$ cat src/hw/rpPkg.sv
`default_nettype none

package rpPkg;

   //////////////////////////////////////////////////////////////////////////
   // Register bus
   //////////////////////////////////////////////////////////////////////////

   // Register addresses seen by the controller
   // Holes at 3 and above 5 read as zero
   typedef enum logic [4:0]
   {
      REG_CS1 = 5'd0,
      REG_DS  = 5'd1,
      REG_ER1 = 5'd2,
      REG_AS  = 5'd4,
      REG_DA  = 5'd5
   } regAddrE;

   // Function codes from CS1 bits 5:1
   // GO is CS1 bit 0 and is not part of the code
   typedef enum logic [4:0]
   {
      FN_NOP    = 5'h00,
      FN_SEEK   = 5'h02,
      FN_DRVCLR = 5'h04,
      FN_PRESET = 5'h08,
      FN_PAKACK = 5'h09,
      FN_WRITE  = 5'h18,
      FN_READ   = 5'h1C
   } rpFuncE;

   // One request from the controller
   typedef struct packed
   {
      logic        write;
      regAddrE     addr;
      logic [15:0] data;
   } regReqT;

   // One read response
   typedef struct packed
   {
      logic [15:0] data;
   } regRspT;

   //////////////////////////////////////////////////////////////////////////
   // Pipeline payloads
   //////////////////////////////////////////////////////////////////////////

   // Decoded write, one cycle wide, from decode to the stage-2 blocks
   typedef struct packed
   {
      logic        go;        // CS1 write with GO set
      rpFuncE      func;      // NOP when the code was illegal
      logic        illegal;   // Code not in the function table
      logic        daWrite;   // DA register load
      logic [15:0] daData;
      logic        clrAta;    // AS write with bit 0
      logic        clrAll;    // Bus init
   } driveEventT;

   // Disk address, DA bits 12:8 and 4:0
   typedef struct packed
   {
      logic [4:0] track;
      logic [4:0] sector;
   } diskAddrT;

   // Error register 1 bits
   localparam int ER1_ILF = 0;
   localparam int ER1_RMR = 2;
   localparam int ER1_IAE = 10;
   localparam int ER1_WLE = 11;

   // Drive status bits, upper ten bits of DS
   localparam int DS_ATA = 15;
   localparam int DS_ERR = 14;
   localparam int DS_PIP = 13;
   localparam int DS_MOL = 12;
   localparam int DS_WRL = 11;
   localparam int DS_LST = 10;
   localparam int DS_PGM = 9;   // Always zero here
   localparam int DS_DPR = 8;
   localparam int DS_DRY = 7;
   localparam int DS_VV  = 6;

endpackage

`default_nettype wire

$ cat src/hw/rpCmdDecode.sv
`default_nettype none
`timescale 1ns/1ns

module rpCmdDecode
#(
   parameter int CREDITS = 2
)
(
   input  wire                 clk,
   input  wire                 rst,
   input  wire                 reqValid,
   input  wire rpPkg::regReqT  req,
   output logic                creditReturn,
   output logic                rspValid,
   output rpPkg::regRspT       rsp,
   input  wire [15:0]          ds,
   input  wire [15:0]          er1,
   input  wire rpPkg::diskAddrT da,
   input  wire                 busInit,
   output rpPkg::driveEventT   driveEvent
);

   import rpPkg::*;

   localparam int CW = $clog2(CREDITS + 1);

   logic [15:0] rdData;
   rpFuncE      reqFunc;
   logic        funcLegal;
   driveEventT  nextEvent;
   logic [CW-1:0] creditsLeft;

   //////////////////////////////////////////////////////////////////////////
   // Read path
   //////////////////////////////////////////////////////////////////////////

   // Register values as they stand in the request cycle
   always_comb
   begin
      case (req.addr)
         REG_DS:  rdData = ds;
         REG_ER1: rdData = er1;
         REG_DA:  rdData = {3'b000, da.track, 3'b000, da.sector};
         default: rdData = '0;
      endcase
   end

   //////////////////////////////////////////////////////////////////////////
   // Write path
   //////////////////////////////////////////////////////////////////////////

   // Function field of a CS1 write
   always_comb
   begin
      reqFunc = rpFuncE'(req.data[5:1]);
      case (req.data[5:1])
         FN_NOP, FN_SEEK, FN_DRVCLR, FN_PRESET,
         FN_PAKACK, FN_WRITE, FN_READ: funcLegal = 1'b1;
         default:                      funcLegal = 1'b0;
      endcase
   end

   // Writes become one event; bus init rides along every cycle
   always_comb
   begin
      nextEvent = '0;
      nextEvent.clrAll = busInit;
      if (reqValid && req.write)
      begin
         case (req.addr)
            REG_CS1:
            begin
               // Without GO nothing is started
               if (req.data[0])
               begin
                  nextEvent.go      = 1'b1;
                  nextEvent.illegal = !funcLegal;
                  nextEvent.func    = funcLegal ? reqFunc : FN_NOP;
               end
            end
            REG_DA:
            begin
               nextEvent.daWrite = 1'b1;
               nextEvent.daData  = req.data;
            end
            REG_AS:
               nextEvent.clrAta = req.data[0];
            default:
               nextEvent.clrAta = 1'b0;
         endcase
      end
   end

   // Control flags and the event register
   always_ff @(posedge clk or posedge rst)
   begin
      if (rst)
      begin
         creditReturn <= 1'b0;
         rspValid     <= 1'b0;
         driveEvent   <= '0;
      end
      else
      begin
         // Every request is taken at once, so credit goes back next cycle
         creditReturn <= reqValid;
         rspValid     <= reqValid && !req.write;
         driveEvent   <= nextEvent;
      end
   end

   // Read data
   always_ff @(posedge clk)
   begin
      if (reqValid && !req.write)
         rsp.data <= rdData;
   end

   // Controller side credit count, mirrored for checking
   always_ff @(posedge clk or posedge rst)
   begin
      if (rst)
         creditsLeft <= CW'(CREDITS);
      else if (reqValid && !creditReturn)
         creditsLeft <= creditsLeft - 1'b1;
      else if (!reqValid && creditReturn)
         creditsLeft <= creditsLeft + 1'b1;
   end

   // Response only for a read one cycle earlier
   rspFollowsRead: assert property (@(posedge clk) disable iff (rst)
      rspValid |-> $past(reqValid && !req.write))
      else $error("rpCmdDecode: response without a read request");

   // No request beyond the granted credits
   creditsHeld: assert property (@(posedge clk) disable iff (rst)
      reqValid |-> creditsLeft != '0)
      else $error("rpCmdDecode: more than CREDITS requests outstanding");

endmodule

`default_nettype wire

$ cat src/hw/rpDiskAddr.sv
`default_nettype none
`timescale 1ns/1ns

module rpDiskAddr
#(
   parameter int TRACKS  = 19,
   parameter int SECTORS = 20
)
(
   input  wire                    clk,
   input  wire                    rst,
   input  wire rpPkg::driveEventT driveEvent,
   input  wire                    dry,
   output rpPkg::diskAddrT        da,
   output logic                   addrBad,
   output logic                   setLst
);

   import rpPkg::*;

   localparam logic [4:0] LAST_TRACK  = 5'(TRACKS - 1);
   localparam logic [4:0] LAST_SECTOR = 5'(SECTORS - 1);

   logic isXfer;
   logic advance;

   // Address beyond the pack geometry
   assign addrBad = (int'(da.track) >= TRACKS) || (int'(da.sector) >= SECTORS);

   // Legal READ or WRITE
   assign isXfer = driveEvent.go && !driveEvent.illegal &&
                   (driveEvent.func == FN_READ || driveEvent.func == FN_WRITE);

   // One sector moves only when ready and in range
   assign advance = isXfer && dry && !addrBad;

   //////////////////////////////////////////////////////////////////////////
   // DA register
   //////////////////////////////////////////////////////////////////////////

   always_ff @(posedge clk or posedge rst)
   begin
      if (rst)
      begin
         da     <= '0;
         setLst <= 1'b0;
      end
      else
      begin
         setLst <= 1'b0;
         if (driveEvent.clrAll)
            da <= '0;
         else if (driveEvent.daWrite)
         begin
            da.track  <= driveEvent.daData[12:8];
            da.sector <= driveEvent.daData[4:0];
         end
         else if (advance)
         begin
            if (da.sector == LAST_SECTOR)
            begin
               da.sector <= '0;
               // End of pack wraps to 0/0
               if (da.track == LAST_TRACK)
               begin
                  da.track <= '0;
                  setLst   <= 1'b1;
               end
               else
                  da.track <= da.track + 1'b1;
            end
            else
               da.sector <= da.sector + 1'b1;
         end
      end
   end

   // Last sector only at the end of a transfer, landing on 0/0
   lstFromXfer: assert property (@(posedge clk) disable iff (rst)
      setLst |-> $past(isXfer) && da == '0)
      else $error("rpDiskAddr: setLst without a READ or WRITE");

endmodule

`default_nettype wire

$ cat src/hw/rpErrors.sv
`default_nettype none
`timescale 1ns/1ns

module rpErrors
#(
   parameter int SEEK_CYCLES = 12
)
(
   input  wire                    clk,
   input  wire                    rst,
   input  wire rpPkg::driveEventT driveEvent,
   input  wire                    addrBad,
   input  wire                    writeProtect,
   output logic [15:0]            er1,
   output logic                   pip,
   output logic                   dry,
   output logic                   setAta
);

   import rpPkg::*;

   localparam int CW = $clog2(SEEK_CYCLES + 1);

   logic          isGo;
   logic          isDrvClr;
   logic          isSeek;
   logic          isWrite;
   logic          isXfer;
   logic [15:0]   newErr;
   logic          startSeek;
   logic [CW-1:0] seekCount;

   //////////////////////////////////////////////////////////////////////////
   // Function checks
   //////////////////////////////////////////////////////////////////////////

   always_comb
   begin
      isGo     = driveEvent.go;
      isDrvClr = isGo && !driveEvent.illegal && driveEvent.func == FN_DRVCLR;
      isSeek   = isGo && !driveEvent.illegal && driveEvent.func == FN_SEEK;
      isWrite  = isGo && !driveEvent.illegal && driveEvent.func == FN_WRITE;
      isXfer   = isWrite ||
                 (isGo && !driveEvent.illegal && driveEvent.func == FN_READ);

      newErr = '0;
      newErr[ER1_ILF] = isGo && driveEvent.illegal;
      // Drive clear is always taken, even while busy
      newErr[ER1_RMR] = isGo && !dry && !isDrvClr;
      newErr[ER1_IAE] = (isSeek || isXfer) && addrBad;
      newErr[ER1_WLE] = isWrite && writeProtect;

      // Seek only from idle and clean
      startSeek = isSeek && newErr == '0;
   end

   // Error register 1, sticky until drive clear or bus init
   always_ff @(posedge clk or posedge rst)
   begin
      if (rst)
         er1 <= '0;
      else if (driveEvent.clrAll || isDrvClr)
         er1 <= '0;
      else
         er1 <= er1 | newErr;
   end

   //////////////////////////////////////////////////////////////////////////
   // Seek timer
   //////////////////////////////////////////////////////////////////////////

   always_ff @(posedge clk or posedge rst)
   begin
      if (rst)
         seekCount <= '0;
      else if (driveEvent.clrAll || isDrvClr)
         seekCount <= '0;   // Abort
      else if (startSeek)
         seekCount <= CW'(SEEK_CYCLES);
      else if (seekCount != '0)
         seekCount <= seekCount - 1'b1;
   end

   // Positioning while counting
   assign pip = seekCount != '0;
   assign dry = !pip;

   // Last count, so ATA lands with DRY in DS
   assign setAta = seekCount == CW'(1);

   // Never both busy and ready
   pipDry: assert property (@(posedge clk) disable iff (rst)
      !(pip && dry))
      else $error("rpErrors: pip and dry both high");

endmodule

`default_nettype wire

$ cat src/hw/rpDriveStatus.sv
`default_nettype none
`timescale 1ns/1ns

module rpDriveStatus
(
   input  wire                    clk,
   input  wire                    rst,
   input  wire rpPkg::driveEventT driveEvent,
   input  wire                    setLst,
   input  wire                    setAta,
   input  wire                    pip,
   input  wire                    dry,
   input  wire [15:0]             er1,
   input  wire                    cardDetect,
   input  wire                    writeProtect,
   input  wire                    drivePresent,
   output logic [15:0]            ds
);

   import rpPkg::*;

   logic lastCd;
   logic cdEdge;
   logic cdRise;
   logic err;
   logic goSeen;
   logic isDrvClr;
   logic isValidate;
   logic ata;
   logic lst;
   logic vv;

   //////////////////////////////////////////////////////////////////////////
   // Card detect edges
   //////////////////////////////////////////////////////////////////////////

   // Starts off-line, so a card present at reset gives an edge
   always_ff @(posedge clk or posedge rst)
   begin
      if (rst)
         lastCd <= 1'b0;
      else
         lastCd <= cardDetect;
   end

   assign cdEdge = cardDetect != lastCd;
   assign cdRise = cardDetect && !lastCd;

   // Composite error
   assign err = |er1;

   assign isDrvClr   = driveEvent.go && !driveEvent.illegal &&
                       driveEvent.func == FN_DRVCLR;
   assign isValidate = driveEvent.go && !driveEvent.illegal &&
                       (driveEvent.func == FN_PRESET || driveEvent.func == FN_PAKACK);

   // GO one cycle late, in step with the error it may have raised
   always_ff @(posedge clk or posedge rst)
   begin
      if (rst)
         goSeen <= 1'b0;
      else
         goSeen <= driveEvent.go;
   end

   //////////////////////////////////////////////////////////////////////////
   // Status flops
   //////////////////////////////////////////////////////////////////////////

   always_ff @(posedge clk or posedge rst)
   begin
      if (rst)
      begin
         ata <= 1'b0;
         lst <= 1'b0;
         vv  <= 1'b0;
      end
      else
      begin
         // Attention, clears win
         if (driveEvent.clrAll || driveEvent.clrAta || isDrvClr)
            ata <= 1'b0;
         else if (setAta || cdEdge || (goSeen && err))
            ata <= 1'b1;

         // Last sector, cleared by a new address
         if (driveEvent.clrAll || driveEvent.daWrite)
            lst <= 1'b0;
         else if (setLst)
            lst <= 1'b1;

         // Volume valid lost when a pack comes on-line
         if (cdRise)
            vv <= 1'b0;
         else if (isValidate)
            vv <= 1'b1;
      end
   end

   // DS assembly, PGM and the low six bits stay zero
   always_comb
   begin
      ds = '0;
      ds[DS_ATA] = ata;
      ds[DS_ERR] = err;
      ds[DS_PIP] = pip;
      ds[DS_MOL] = cardDetect;
      ds[DS_WRL] = writeProtect;
      ds[DS_LST] = lst;
      ds[DS_DPR] = drivePresent;
      ds[DS_DRY] = dry;
      ds[DS_VV]  = vv;
   end

endmodule

`default_nettype wire

$ cat src/hw/rpDrive.sv
`default_nettype none
`timescale 1ns/1ns

module rpDrive
#(
   parameter int CREDITS     = 2,
   parameter int TRACKS      = 19,
   parameter int SECTORS     = 20,
   parameter int SEEK_CYCLES = 12
)
(
   input  wire                 clk,
   input  wire                 rst,
   // Request channel
   input  wire                 reqValid,
   input  wire rpPkg::regReqT  req,
   output logic                creditReturn,
   // Response channel
   output logic                rspValid,
   output rpPkg::regRspT       rsp,
   // Drive side
   input  wire                 busInit,
   input  wire                 cardDetect,
   input  wire                 writeProtect,
   input  wire                 drivePresent
);

   import rpPkg::*;

   driveEventT  driveEvent;
   diskAddrT    da;
   logic [15:0] ds;
   logic [15:0] er1;
   logic        addrBad;
   logic        setLst;
   logic        pip;
   logic        dry;
   logic        setAta;

   //////////////////////////////////////////////////////////////////////////
   // Stage 1, decode
   //////////////////////////////////////////////////////////////////////////

   rpCmdDecode #(.CREDITS(CREDITS)) decode
   (
      .clk(clk), .rst(rst), .reqValid(reqValid), .req(req),
      .creditReturn(creditReturn), .rspValid(rspValid), .rsp(rsp),
      .ds(ds), .er1(er1), .da(da), .busInit(busInit), .driveEvent(driveEvent)
   );

   // Stage 2, address and errors
   rpDiskAddr #(.TRACKS(TRACKS), .SECTORS(SECTORS)) diskAddr
   (
      .clk(clk), .rst(rst), .driveEvent(driveEvent), .dry(dry),
      .da(da), .addrBad(addrBad), .setLst(setLst)
   );

   rpErrors #(.SEEK_CYCLES(SEEK_CYCLES)) errors
   (
      .clk(clk), .rst(rst), .driveEvent(driveEvent), .addrBad(addrBad),
      .writeProtect(writeProtect), .er1(er1), .pip(pip), .dry(dry), .setAta(setAta)
   );

   // Stage 3, status
   rpDriveStatus status
   (
      .clk(clk), .rst(rst), .driveEvent(driveEvent), .setLst(setLst),
      .setAta(setAta), .pip(pip), .dry(dry), .er1(er1), .cardDetect(cardDetect),
      .writeProtect(writeProtect), .drivePresent(drivePresent), .ds(ds)
   );

endmodule

`default_nettype wire

$ cat config.mk
export PLATFORM = sky130hd
export DESIGN_NAME = rpDrive
export DESIGN_NICKNAME = d
export VERILOG_FILES = /design/src/hw/rpPkg.sv /design/src/hw/rpCmdDecode.sv /design/src/hw/rpDiskAddr.sv /design/src/hw/rpErrors.sv /design/src/hw/rpDriveStatus.sv /design/src/hw/rpDrive.sv
export SDC_FILE = /design/constraint.sdc
export NUM_CORES = 1
export LEC_CHECK = 0
export BUFFER_PORTS_ARGS = -buffer_cell sky130_fd_sc_hd__buf_2
export CELL_PAD_IN_SITES_DETAIL_PLACEMENT = 0
export CELL_PAD_IN_SITES_GLOBAL_PLACEMENT = 1
export CORE_ASPECT_RATIO = 1.2
export CORE_UTILIZATION = 40
export CTS_CLUSTER_DIAMETER = 50
export DETAILED_ROUTE_END_ITERATION = 8
export HOLD_SLACK_MARGIN = 0.15
export PLACE_DENSITY_LB_ADDON = 0.15
export SYNTH_ARGS = -nofsm -noshare
export SYNTH_HDL_FRONTEND = slang
export SYNTH_SLANG_ARGS = --single-unit
$ cat constraint.sdc
create_clock -name clk -period 2.7 [get_ports clk]
set_input_delay 0.27 -clock clk [delete_from_list [all_inputs] [get_ports clk]]
set_output_delay 0.27 -clock clk [all_outputs]
set_load 0.02 [all_outputs]
==> flow_summary.yaml <==
synthesis:
  synthesis.nets: 309
  netlist.top_cell.by_area: "dfrtp_1"
  ys_warn_count: 0
  ys_seq_area_share_pct: 53.7
  synth_compound_area_share_pct: 12.9
  most_area_consuming_cells_after_synthesis: "dfrtp_1 38%, edfxtp_1 16%, and3_1 3.1%"
  post_synth_num_cell_types: 65
  main_combinational_cell_family_by_area_after_synthesis: "simple AND/OR/NAND/NOR gates"
  synth-edff-count: 16
  synth-main-ff-cell: "dfrtp_1"
  ys_async_sr_fraction_pct: 74.2
  synth-xor-area-share_pct: 0.576
  synthCells: 273
  post_synth_adder_cell_area_pct: 2.88
  yosys-mux-area-fraction_pct: 0.329
  mean_area_per_synthesized_cell_sq_um: 11.1
  synth_simple_gate_area_share_pct: 24.3
  synth.top_cell.area_share_pct: 37.9
  synth.cell_area_sq_um: 3040
  postSynthRegisterBits: 62
cts:
  cts-root-buf: "clkbuf_8"
  cts.clk_slew.worst_paths_ps: 80
  cts_tree: "done"
  clk_path_buf_depth: 2
  clkLatencyLatePin_ps: 340
  post_cts.repair.setup_buffers: 0
  cts_htree_levels: 3
  cts_num_sinks: 62
  cts_buffers: 9
setup_path:
  reg2reg_setup_slack_ps: 550
  timing.reg2reg.worst_path_depth: 6
  critPathMaxFanout: 7
  critical_path_class: "register to register"
  slowest_stage: "or4_1"
  worstPathCellList: "inv_1 -> ha_1 -> nor3b_4 -> nand4_2 -> or4_1 -> a311oi_1"
  timing.critical_path.slowest_cell_delay_ps: 450
  critPathCaptureType: "register"
  kind_of_start_point_of_the_critical_path: "register"
  worst_r2r_startpoint: "errors.seekCount[0]$_DFFE_PP0P_"
  critPathLaunch: "errors.seekCount[0]$_DFFE_PP0P_"
  worstSetupEndpoint: "diskAddr.da[9]$_DFFE_PP0P_"
  cp.arrival_ps: 2400
  timing.rr.end: "diskAddr.da[9]$_DFFE_PP0P_"
  crit_required_ps: 2950
finish:
  final_nets: 358
  num-fill-cells: 686
  syn_to_final_growth_pct: 17.7
  diodes: 0
  final-instance-count-excl-fill: 417
  most_frequent_standard_cell_in_the_layout_excluding_fill_and_tap_cells: "dfrtp_1"
  final_layout_size_suffix_gt1_share_pct: 22.6
  layout.cells.most_common_list: "46 x dfrtp_1, 41 x buf_2, 22 x nor2_1, 16 x edfxtp_1"
  final_core_utilization_pct: 48.9
global_routing:
  grt.overflow.total: 0
  wire_length_of_the_first_global_routing_pass_um: 11400
  grt_antenna_before_repair: 0
  track_usage_pct: 19.1
  first_global_vias: 2315
  grt_start_max_net_pins: 47
floorplanning:
  placementRows: 34
  floorplan.core_area_sq_um: 7320
  dieWidth_um: 81.6
  die-area_sq_um: 7950
  num_io_pins: 47
  start_util_pct: 41.6
  die_height_um: 97.5
power_and_ir_drop:
  clockPowerShare_pct: 40.8
  share_seq_of_total_power_pct: 44.7
  vdd_drop_max_v: 0.000377
  internal_power_uw: 1670
  total_power_divided_by_cell_area_nw_per_um2: 641
  power.combinational.fraction_pct: 14.4
  net-switching-power_uw: 623
  static_leakage_uw: 0.00161
  switching_share_pct: 27.2
sta:
  timing.clock.skew_ps: 11.5
  setup_viol_count_final: 0
  fin_crit_sh_pct: 79.8
  report.final.slew_viol_count: 0
  setup_repair_after_global_routing_missed_its_margin: "false"
  timing_worst_slew_pin_value_ps: 977
  tns_ps: 0
  whs_ps: 159
  slew-limit-headroom_pct: 34.8
  final_period_minus_worst_setup_slack_ps: 2150
  hold_viol_final: 0
  postLayoutSetupSlackWorst_ps: 545
  clock.fmax_ghz: 0.464
job:
  cap_viol_max_count: 0
routing:
  route.detailed.drc: 0
  drt_first_iter_violations: 142
  via_per_inst: 5.35
  route.final.wire_length_um: 6580
  dr_total_vias: 2230
  wire_per_inst_um: 15.8
  drt-pass1-iter-count: 4
  ant_nets: 0
placed_design:
  pre_cts_slack_ps: 536
  portBuffers: 41
  gp_congestion: 0.783
  place.detailed.instances: 396
  dp.final_hpwl_um: 4750
hold_path:
  holdCritPathClass: "input pin to asynchronous set/reset pin"
outcome:
  run_status: "complete, no violations"
## power by group through the flow
stage	sequential [uW]	clock, uW	combinational [uW]
after floorplan	1050	0	213
after detailed placement	1050	0	331
after global placement	1040	0	327
after CTS	1030	954	337
after global routing	1030	993	368
final	1030	936	331
## synth_stat cells, types with 3 or more instances
cell type and instances:
nand3_1 6, inv_1 16, nand3b_1 3, a22o_1 4
a21oi_1 11, nor3_1 5, nor2b_1 4, a311oi_1 5
and3_1 15, ha_1 7, clkbuf_1 5, o21ai_0 11
a31oi_1 4, nor2_1 22, and2_1 12, nor3b_1 4
nand4_1 7, nand2_1 11, edfxtp_1 16, o21bai_1 3
dfrtp_1 46
## registers in the layout, summed over array words and instances, names as in the netlist
register and flops:
errors.er1 4, status.lastCd 1, decode.creditReturn 1, decode.rsp 16, decode.driveEvent 20, diskAddr.setLst 1, status.ata 1, status.goSeen 1
diskAddr.da 10, errors.seekCount 4, status.lst 1, status.vv 1, decode.rspValid 1
## kinds of logic after synthesis
| kind of cell | count (synthesis) |
|---|---|
| adder cells (fa/ha/maj) | 7 |
| other | 1 |
| buffers and inverters | 30 |
| XOR/XNOR | 2 |
| multiplexers | 1 |
| AO/OA/AOI/OAI | 55 |
| flip-flops | 62 |
| AND/OR/NAND/NOR | 115 |
## layer usage
metal	global-route usage (%)	share of wire, %	up-vias
li1	-	-	1104
met1	25.3	46	1072
met2	29.4	48	40
met3	3.38	2.7	14
met4	9.72	2.5	0
met5	0	0	-
## critical path: cells and delay by family, from the launching register on
| family | cells | cell delay (ps) |
|---|---|---|
| adders and majority gates | 1 | 220 |
| and+or+nand+nor | 3 | 1080 |
| AOI/OAI and AO/OA | 1 | 260 |
| buffers and inverters | 1 | 90 |
| DFF | 1 | 400 |
## per-stage QoR
| step | cell area [sq um] | power (uW) |
|---|---|---|
| after floorplan | 3040 | 1260 |
| after global placement | 3300 | 1370 |
| after detailed placement | 3300 | 1380 |
| after CTS | 3580 | 2320 |
| after global routing | 3580 | 2390 |
| final | 3580 | 2290 |
## what timing repair did
action                    4_1_cts  5_1_grt
hold endpoints to repair        5        0
gates resized for setup         0        0
hold buffers                    5        0
## cell type report
class	count	area (sq um)	area share [%]
flip-flops and latches	62	1630	45.6
clock buffers	9	124	3.46
multi-input cells	181	1250	34.9
inverters	17	63.8	1.78
well taps	90	113	3.15
repair buffers	51	293	8.18
clock inverters	7	103	2.87
## worst min path at each step
stage	slack, ps	endpoint	startpoint	cells after the start
floorplan	300	decode.creditReturn$_DFF_PP0_	reqValid	0
global placement	380	decode.driveEvent[0]$_DFF_PP0_	busInit	1
detailed placement	380	decode.driveEvent[0]$_DFF_PP0_	busInit	1
CTS	150	decode.driveEvent[10]$_DFF_PP0_	req[8]	2
global route	160	decode.driveEvent[11]$_DFF_PP0_	req[9]	2
finish	160	decode.driveEvent[11]$_DFF_PP0_	rst	2
Note: power is estimated with default switching activity, not from simulation.
